===== config.mk =====
export PLATFORM = sky130hd
export DESIGN_NAME = instr_decode
export DESIGN_NICKNAME = d
export VERILOG_FILES = /design/src/source/cpu_pkg.sv /design/src/source/reg_file.sv /design/src/source/instr_decode.sv
export VERILOG_INCLUDE_DIRS = /design/src /design/src/source
export SDC_FILE = /design/constraint.sdc
export NUM_CORES = 2
export LEC_CHECK = 0
export BUFFER_PORTS_ARGS = -buffer_cell sky130_fd_sc_hd__buf_2
export CELL_PAD_IN_SITES_DETAIL_PLACEMENT = 0
export CELL_PAD_IN_SITES_GLOBAL_PLACEMENT = 1
export CORE_UTILIZATION = 35
export DETAILED_ROUTE_END_ITERATION = 10
export HOLD_SLACK_MARGIN = 0.1
export PLACE_DENSITY_LB_ADDON = 0.05
export SLEW_MARGIN = 20
export SYNTH_ARGS = -nofsm -noshare
export SYNTH_HDL_FRONTEND = slang
export SYNTH_SLANG_ARGS = --single-unit

===== constraint.sdc =====
create_clock -name clk -period 1.8 [get_ports clk]
set_clock_uncertainty 0.05 [all_clocks]
set_input_delay 0.09 -clock clk [delete_from_list [all_inputs] [get_ports clk]]
set_output_delay 0.09 -clock clk [all_outputs]
set_load 0.01 [all_outputs]

===== src/source/cpu_params.svh =====
`ifndef CPU_PARAMS_SVH
`define CPU_PARAMS_SVH

// datapath and pc width
`define XLEN        32

// architectural register file
`define REG_ADDR_W  5
`define NUM_REGS    32

// instruction memory, word addressed
`define IMEM_DEPTH  64
`define IMEM_ADDR_W 6

// byte step per instruction
`define PC_STEP     4

// all-zero word halts fetch
`define STOP_WORD   32'h0000_0000

`endif


===== src/source/cpu_pkg.sv =====
package cpu_pkg;

    // major opcodes of the supported RV32I subset
    typedef enum logic [6:0] {
        OPC_OP     = 7'b0110011,
        OPC_OP_IMM = 7'b0010011,
        OPC_LUI    = 7'b0110111
    } opcode_t;

    // alu operations, low values follow funct3 ordering
    typedef enum logic [3:0] {
        ALU_ADD    = 4'd0,
        ALU_SLL    = 4'd1,
        ALU_SLT    = 4'd2,
        ALU_SLTU   = 4'd3,
        ALU_XOR    = 4'd4,
        ALU_SRL    = 4'd5,
        ALU_OR     = 4'd6,
        ALU_AND    = 4'd7,
        ALU_SUB    = 4'd8,
        ALU_SRA    = 4'd13,
        // lui, result is operand b
        ALU_PASS_B = 4'd15
    } alu_op_t;

endpackage


===== src/source/reg_file.sv =====
`timescale 1ns/1ps
`include "cpu_params.svh"

module reg_file (
    input  logic                   clk,
    input  logic                   rstn,
    input  logic [`REG_ADDR_W-1:0] rs1,
    input  logic [`REG_ADDR_W-1:0] rs2,
    output logic [`XLEN-1:0]       rd1,
    output logic [`XLEN-1:0]       rd2,
    input  logic                   we,
    input  logic [`REG_ADDR_W-1:0] wa,
    input  logic [`XLEN-1:0]       wd
);

    logic [`XLEN-1:0] regs [`NUM_REGS];
    logic             wr_ok;

    // x0 is never written
    assign wr_ok = we && (wa != '0);

    always_ff @(posedge clk or negedge rstn) begin
        if (!rstn) begin
            for (int i = 0; i < `NUM_REGS; i++) begin
                regs[i] <= '0;
            end
        end else if (wr_ok) begin
            regs[wa] <= wd;
        end
    end

    // write-through for a same-cycle write
    always_comb begin
        if (rs1 == '0) begin
            rd1 = '0;
        end else if (wr_ok && (wa == rs1)) begin
            rd1 = wd;
        end else begin
            rd1 = regs[rs1];
        end
    end

    always_comb begin
        if (rs2 == '0) begin
            rd2 = '0;
        end else if (wr_ok && (wa == rs2)) begin
            rd2 = wd;
        end else begin
            rd2 = regs[rs2];
        end
    end

endmodule


===== src/source/instr_decode.sv =====
`timescale 1ns/1ps
`include "cpu_params.svh"

module instr_decode (
    input  logic                   clk,
    input  logic                   rstn,
    input  logic                   fetch_valid,
    input  logic [`XLEN-1:0]       fetch_pc,
    input  logic [`XLEN-1:0]       fetch_instr,
    input  logic                   wb_en,
    input  logic [`REG_ADDR_W-1:0] wb_rd,
    input  logic [`XLEN-1:0]       wb_data,
    output logic                   dec_valid,
    output logic [`XLEN-1:0]       dec_pc,
    output cpu_pkg::alu_op_t       dec_op,
    output logic [`REG_ADDR_W-1:0] dec_rd,
    output logic [`REG_ADDR_W-1:0] dec_rs1,
    output logic [`REG_ADDR_W-1:0] dec_rs2,
    output logic [`XLEN-1:0]       dec_a,
    output logic [`XLEN-1:0]       dec_b
);

    cpu_pkg::opcode_t       opcode;
    logic [2:0]             funct3;
    logic [6:0]             funct7;
    logic [`REG_ADDR_W-1:0] rd_f;
    logic [`REG_ADDR_W-1:0] rs1_f;
    logic [`REG_ADDR_W-1:0] rs2_f;
    logic [`XLEN-1:0]       imm_i;
    logic [`XLEN-1:0]       imm_u;

    logic                   legal;
    logic                   use_imm;
    cpu_pkg::alu_op_t       alu_op;
    logic [`REG_ADDR_W-1:0] src1;
    logic [`REG_ADDR_W-1:0] src2;
    logic [`XLEN-1:0]       imm;
    logic [`XLEN-1:0]       rd1;
    logic [`XLEN-1:0]       rd2;

    // funct3 picks the op, alt selects sub or sra
    function automatic cpu_pkg::alu_op_t op_from_funct(input logic [2:0] f3, input logic alt);
        case (f3)
            3'b000:  return alt ? cpu_pkg::ALU_SUB : cpu_pkg::ALU_ADD;
            3'b001:  return cpu_pkg::ALU_SLL;
            3'b010:  return cpu_pkg::ALU_SLT;
            3'b011:  return cpu_pkg::ALU_SLTU;
            3'b100:  return cpu_pkg::ALU_XOR;
            3'b101:  return alt ? cpu_pkg::ALU_SRA : cpu_pkg::ALU_SRL;
            3'b110:  return cpu_pkg::ALU_OR;
            default: return cpu_pkg::ALU_AND;
        endcase
    endfunction

    assign opcode = cpu_pkg::opcode_t'(fetch_instr[6:0]);
    assign rd_f   = fetch_instr[11:7];
    assign funct3 = fetch_instr[14:12];
    assign rs1_f  = fetch_instr[19:15];
    assign rs2_f  = fetch_instr[24:20];
    assign funct7 = fetch_instr[31:25];

    assign imm_i = {{20{fetch_instr[31]}}, fetch_instr[31:20]};
    assign imm_u = {fetch_instr[31:12], 12'b0};

    always_comb begin
        legal   = 1'b0;
        use_imm = 1'b0;
        alu_op  = cpu_pkg::ALU_ADD;
        src1    = rs1_f;
        src2    = rs2_f;
        imm     = imm_i;
        case (opcode)
            cpu_pkg::OPC_OP: begin
                legal  = (funct7 == 7'h00) ||
                         ((funct7 == 7'h20) && ((funct3 == 3'b000) || (funct3 == 3'b101)));
                alu_op = op_from_funct(funct3, funct7[5]);
            end
            cpu_pkg::OPC_OP_IMM: begin
                use_imm = 1'b1;
                src2    = '0;
                // shifts keep funct7 in the upper immediate bits
                case (funct3)
                    3'b001:  legal = (funct7 == 7'h00);
                    3'b101:  legal = (funct7 == 7'h00) || (funct7 == 7'h20);
                    default: legal = 1'b1;
                endcase
                alu_op = op_from_funct(funct3, (funct3 == 3'b101) && funct7[5]);
            end
            cpu_pkg::OPC_LUI: begin
                legal   = 1'b1;
                use_imm = 1'b1;
                src1    = '0;
                src2    = '0;
                imm     = imm_u;
                alu_op  = cpu_pkg::ALU_PASS_B;
            end
            default: ;
        endcase
    end

    reg_file reg_file_inst (
        .clk  (clk),
        .rstn (rstn),
        .rs1  (src1),
        .rs2  (src2),
        .rd1  (rd1),
        .rd2  (rd2),
        .we   (wb_en),
        .wa   (wb_rd),
        .wd   (wb_data)
    );

    always_ff @(posedge clk or negedge rstn) begin
        if (!rstn) begin
            dec_valid <= 1'b0;
        end else begin
            dec_valid <= fetch_valid && legal;
        end
    end

    // decode-to-execute payload
    always_ff @(posedge clk) begin
        dec_pc  <= fetch_pc;
        dec_op  <= alu_op;
        dec_rd  <= rd_f;
        dec_rs1 <= src1;
        dec_rs2 <= src2;
        dec_a   <= rd1;
        dec_b   <= use_imm ? imm : rd2;
    end

endmodule


After elaboration in Yosys (flattened, before gate mapping)
Cells that the tools add are included.
{ "totals": {"ff_bits": 1140, "latch_bits": 0, "ram_bits": 0, "mem_bits_ro": 0, "inputBits": 105, "output_inout_bits": 116, "elab_cells": 101, "mem_count": 0} }
{ "classes": {"add_sub_neg": 0, "n_mul": 0, "div_mod_pow": 0, "n_lt_le_gt_ge": 4, "eq_ne": 12, "shift": 0, "mux": 26, "bitwise": 3, "reduce_logical": 16} }
{ "ops": {"columns": ["cell", "count"], "rows": [
  ["$bwmux 1024", 1],
  ["$bmux 32 s5", 2],
  ["$mux 32", 9],
  ["$demux 32 s5", 1],
  ["$pmux 4 s7", 2],
  ["$mux 31", 1],
  ["$eq 7x6->1 const B", 3],
  ["$ge 6x6->1 const B", 3],
  ["$not 5->6", 3],
  ["$mux 4", 4],
  ["$pmux 4 s3", 1],
  ["$eq 5x5->1", 2],
  ["$logic_not 5->1", 2],
  ["$mux 5", 2],
  ["$eq 3x3->1 const B", 3],
  ["$eq 7x5->1 const B", 1],
  ["$logic_and 1x1->1", 7],
  ["$logic_not 7->1", 1],
  ["$eq 3x2->1 const B", 2],
  ["$lt 6x1->1 const B", 1],
  ["$reduce_bool 5->1", 1],
  ["$eq 3x1->1 const B", 1],
  ["$logic_not 3->1", 1],
  ["$logic_or 1x1->1", 3],
  ["4 further kinds", 4]
]} }

Logic depth before layout (Yosys ltp)
{ "depth": {"depth_word": 10, "depth_mapped": 12, "depth_no_buf": 8} }

Cells and area by module
A second synthesis with hierarchy kept.
{ "hier_totals": {"hier_cells": 4154, "area_unflattened_um2": 58690.0} }
{ "by_module_without_submodules": {"columns": ["mod", "n_inst", "cells_per_inst", "area_each_um2", "seq_area_each_um2"], "rows": [
  ["reg_file", 1, 3909, 55590.8, 25624.6],
  ["instr_decode", 1, 245, 3099.2, 2327.2]
]} }

Worst setup path after synthesis
Ideal clock, no wire load.
{ "synth_timing": {"path_kind": "in2reg", "from": "in wb_rd[1]", "to": "reg reg_file_inst.regs[225] in the netlist's numbering", "setup_time_ps": 125, "arrival_time_ps": 1848, "required_ps": 1625, "setup_slack_ps": -223, "stages": 7, "path_buffers": 3, "path_cell_list": "clkbuf_1 -> or2_2 -> o41ai_2 -> or3_1 -> clkbuf_1 -> buf_2 -> mux2_2"} }
{ "synth_via": {"elab_chain_len": 6, "word_cells_on_any_way": 9, "classes_between": "order compare: 2; mux: 3; bitwise: 1; reduce/logical: 3"} }
{ "synth_lines": {"columns": ["element", "line", "source"], "rows": [
  ["start: declaration", "instr_decode.sv:11", "input logic [`REG_ADDR_W-1:0] wb_rd,"],
  ["$not 5->6 (implied by the code)", "reg_file.sv:28", "regs[wa] <= wd;"],
  ["$ge 6x6->1 (implied by the code) or $lt 6x1->1 (tied branches)", "reg_file.sv:28", null],
  ["$logic_and 1x1->1 (implied by the code)", "reg_file.sv:28", null],
  ["$mux 32 (implied by the code)", "reg_file.sv:28", null],
  ["$demux 32 s5", "reg_file.sv:28", null],
  ["$bwmux 1024", "reg_file.sv:28", null],
  ["end signal: indexed assignment", "reg_file.sv:28", null],
  ["end: declaration", "reg_file.sv:16", "logic [`XLEN-1:0] regs [`NUM_REGS];"]
]} }
Parallel ways exist; a longest one is shown, timed or not.
A chain may end at the register's enable or synchronous reset.

Worst setup path in the final report
{ "layout_timing": {"from": "reg reg_file_inst.regs[931] in the netlist's numbering", "to": "reg dec_b[3]"} }
{ "layout_via": {"elab_chain_len": 6} }
{ "layout_lines": {"columns": ["element", "line", "source"], "rows": [
  ["$bmux 32 s5", "reg_file.sv:49", "rd2 = regs[rs2];"],
  ["$mux 32 (implied by the code) (2 in series)", "reg_file.sv:49", null],
  ["$mux 32", "reg_file.sv:46", "end else if (wr_ok && (wa == rs2)) begin"],
  ["$mux 32", "reg_file.sv:44", "if (rs2 == '0) begin"],
  ["$mux 32", "instr_decode.sv:129", "dec_b <= use_imm ? imm : rd2;"],
  ["end signal: assignment", "instr_decode.sv:129", null],
  ["end: declaration", "instr_decode.sv:20", "output logic [`XLEN-1:0] dec_b"]
]} }
No other way between the ends. The select of a mux whose other input is x is not followed.

==> reports/metrics.csv <==
metric;value;unit
placed_area;71500;um2
period_minus_slack;1910;ps
clock_sink_count;1140;
fin_ws;-109;ps
path_clk_slew;60;ps
p_leak;35.0;nW
start_kind;flop;
critPathTopFamily;compound AO/OA/AOI/OAI gates;
numPortBuffers;220;
core;171000;um2
layout.cells.non_filler;8724;
synth-seq-area-share;46.3;%
final_max_slew_viol_count;0;
num_vias;50800;
drive_above_1_share;42.3;%
rows;152;
grt_max_degree;95;
critPathMaxStageDelay;370;ps
required;2460;ps
cp_data_arrival_time;2570;ps
cts_buffers;142;
highest_layer;met5;
synth_area_leaders;dfrtp_1, mux2_2, mux2i_1, dfxtp_1, a21oi_1;
dr_wl_met3;17600;um
ys_types;71;
peakVddDrop;0.000983;V
finish.instance_area;78400;um2
yosys_warnings;0;
clkLatencyLatePin;810;ps
routed_wirelength;282000;um
outcome;finished with violations;
end_kind;flop;
drt_iter0_drc;4260;
synth_top_area_share;42.5;%
die_w;417;um
synth_edf_count;0;
final_nets;6396;
die_area;174000;um2
syn_inst;5473;
syn_area;60300;um2
max_slew_margin;40.0;%
violations;negative setup slack;
hold_violations;0;
grt.total_usage;32.0;%
async_flop_share;89.9;%
power_density;1030;nW/um2
clock-root-buffer;clkbuf_16;
yosysMostFrequentCell;mux2_2;
grt_pass1_wl;397000;um
start_util;35.2;%
rrSetupSlack;-110;ps
ios;221;
avgSynthCellArea;11.0;um2
ctsHtreeMaxLevel;4;
cts_tree;done;
report.power.total;80.8;mW
hold_path_depth;6;
chipHeight;417;um
cp_max_fo;3;
hold_path_class;input port to flop;
hold_start;fetch_instr[20];
setup_violations;8;
cap_violations;0;
synth_seq_cells;1140;
dp_slack;-1390;ps
path_cells;mux2i_1 -> a221oi_2 -> o22ai_1 -> a211oi_2 -> buf_4 -> a32oi_2 -> o21ai_2;
first_pass_iters;6;
max_freq;524;MHz
syn_nets;5578;
clockBufferDepth;3;
ys.flop_type;dfrtp_1;
hold_end;dec_b[27]$_DFF_P_;
synth_top_cell_by_area;dfrtp_1;
post-route-period-util;106;%
ys_top_cells_by_count;mux2_2, dfrtp_1, clkbuf_1;
grt_antenna_before_repair;14;
dpl.hpwl;197000;um
timing.rr.end;dec_b[3]$_DFF_P_;
cp_num_buf_inv;1;
avgRoutedWirePerCell;32.3;um
rsz0062_at_grt;true;
antenna_left;0;
r2r-start;reg_file_inst.regs[931]$_DFFE_PN0P_;
worst_pin_slew;900;ps
dp_cells;8307;
worstSetupPathType;flop to flop;
viasPerCell;5.82;
grt_overflow;0;
cpMaxStageDelayCell;dfrtp_1;
wl_met2;127000;um
synthToLayoutAreaGrowth;30.0;%
drt-met1-wl;127000;um
place_congestion;0.886;
r2r_cells;7;
grt_pass1_vias;50500;
drc;0;
[area by class of cell]
| class | instances | area [um2] |
|---|---|---|
| Tap cell | 2310 | 2890 |
| Clock inverter | 37 | 409 |
| Timing Repair Buffer | 1275 | 12000 |
| Multi-Input combinational cell | 3674 | 30700 |
| Sequential cell | 1140 | 28000 |
| Inverter | 58 | 223 |
| Clock buffer | 224 | 4260 |
| Fill cell | 16100 | 92900 |
| Antenna cell | 6 | 15.0 |
[kinds of logic (layout without fill, tap and decap cells)]
family,after synthesis,count (layout),synth area share [%]
other,0,6,0
AOI/OAI and AO/OA,1251,1251,13.6
DFF,1140,1140,46.3
and+or+nand+nor,896,896,6.64
muxes,1521,1521,28.8
xor gates and xnor gates,6,6,0.118
buffers and inverters,659,1594,4.46
[worst reg2reg max path: stages, from the launching register on]
cell,delay [ps]
dfrtp_1,370
mux2i_1,100
a221oi_2,280
o22ai_1,140
a211oi_2,350
buf_4,190
a32oi_2,90
o21ai_2,240
[where the power goes]
part | leakage, nW | switching, mW | internal [mW] | total, mW
Sequential | 14.1 | 3.86 | 30.3 | 34.1
Clock | 2.29 | 12.2 | 16.9 | 29.1
Combinational | 18.6 | 8.67 | 8.99 | 17.7
[placed cells by master, fill, tap and decap left out, drive strengths merged, types with 115 or more instances in the layout]
cell type	Yosys	layout
nor3	116	116
nand2	286	286
dfxtp	115	115
buf	208	1124
o21ai	253	253
mux2i	366	366
mux2	1091	1091
nand3	132	132
clkbuf	393	225
o22ai	162	162
dlygate4sd3	0	148
a21oi	365	365
nor2	269	269
dfrtp	1025	1025
[through the flow]
stage	setup TNS, ps	util (%)	hold slack, ps
finish	-311	45.8	141
global placement	-169440	41.8	-45.9
floorplan	-4760	-	-256
global route	-695	45.8	110
detailed placement	-175720	41.8	-41.7
CTS	-898	45.5	101
[metal layers]
metal / vias up / GRT usage (%)
li1: 22000 / -
met1: 26500 / 44.9
met2: 1870 / 49.6
met3: 444 / 5.07
met4: 6 / 11.2
met5: - / 0
[repair_timing]
item | CTS | global route
resized for setup | 60 | 87
pin swaps | 12 | 32
endpoints found under the setup margin | 31 | 51
hold endpoints to repair | 2105 | 0
buffers inserted | 0 | 5
hold buffers | 152 | 0
gates cloned | 0 | 1
[how the worst max path moves through the flow]
stage / startpoint / end / depth (start not counted) / slack (ps)
after CTS: reg_file_inst.regs[67]$_DFFE_PN0P_ / dec_b[3]$_DFF_P_ / 7 / -180
after global placement: fetch_instr[2] / dec_b[3]$_DFF_P_ / 11 / -1460
after floorplan: fetch_instr[3] / dec_b[12]$_DFF_P_ / 10 / -150
after global routing: reg_file_inst.regs[156]$_DFFE_PN0P_ / dec_b[28]$_DFF_P_ / 9 / -140
final: reg_file_inst.regs[931]$_DFFE_PN0P_ / dec_b[3]$_DFF_P_ / 7 / -110
after detailed placement: fetch_instr[2] / dec_b[3]$_DFF_P_ / 11 / -1390
[registers in the layout, summed over array words and instances (netlist names)]
signal and flops:
reg_file_inst.regs 1024, dec_a 32, dec_b 32, dec_rs1 5, dec_pc 32, dec_rs2 5, dec_op 4, dec_rd 5
dec_valid 1
Power figures use the tool's default switching activity.
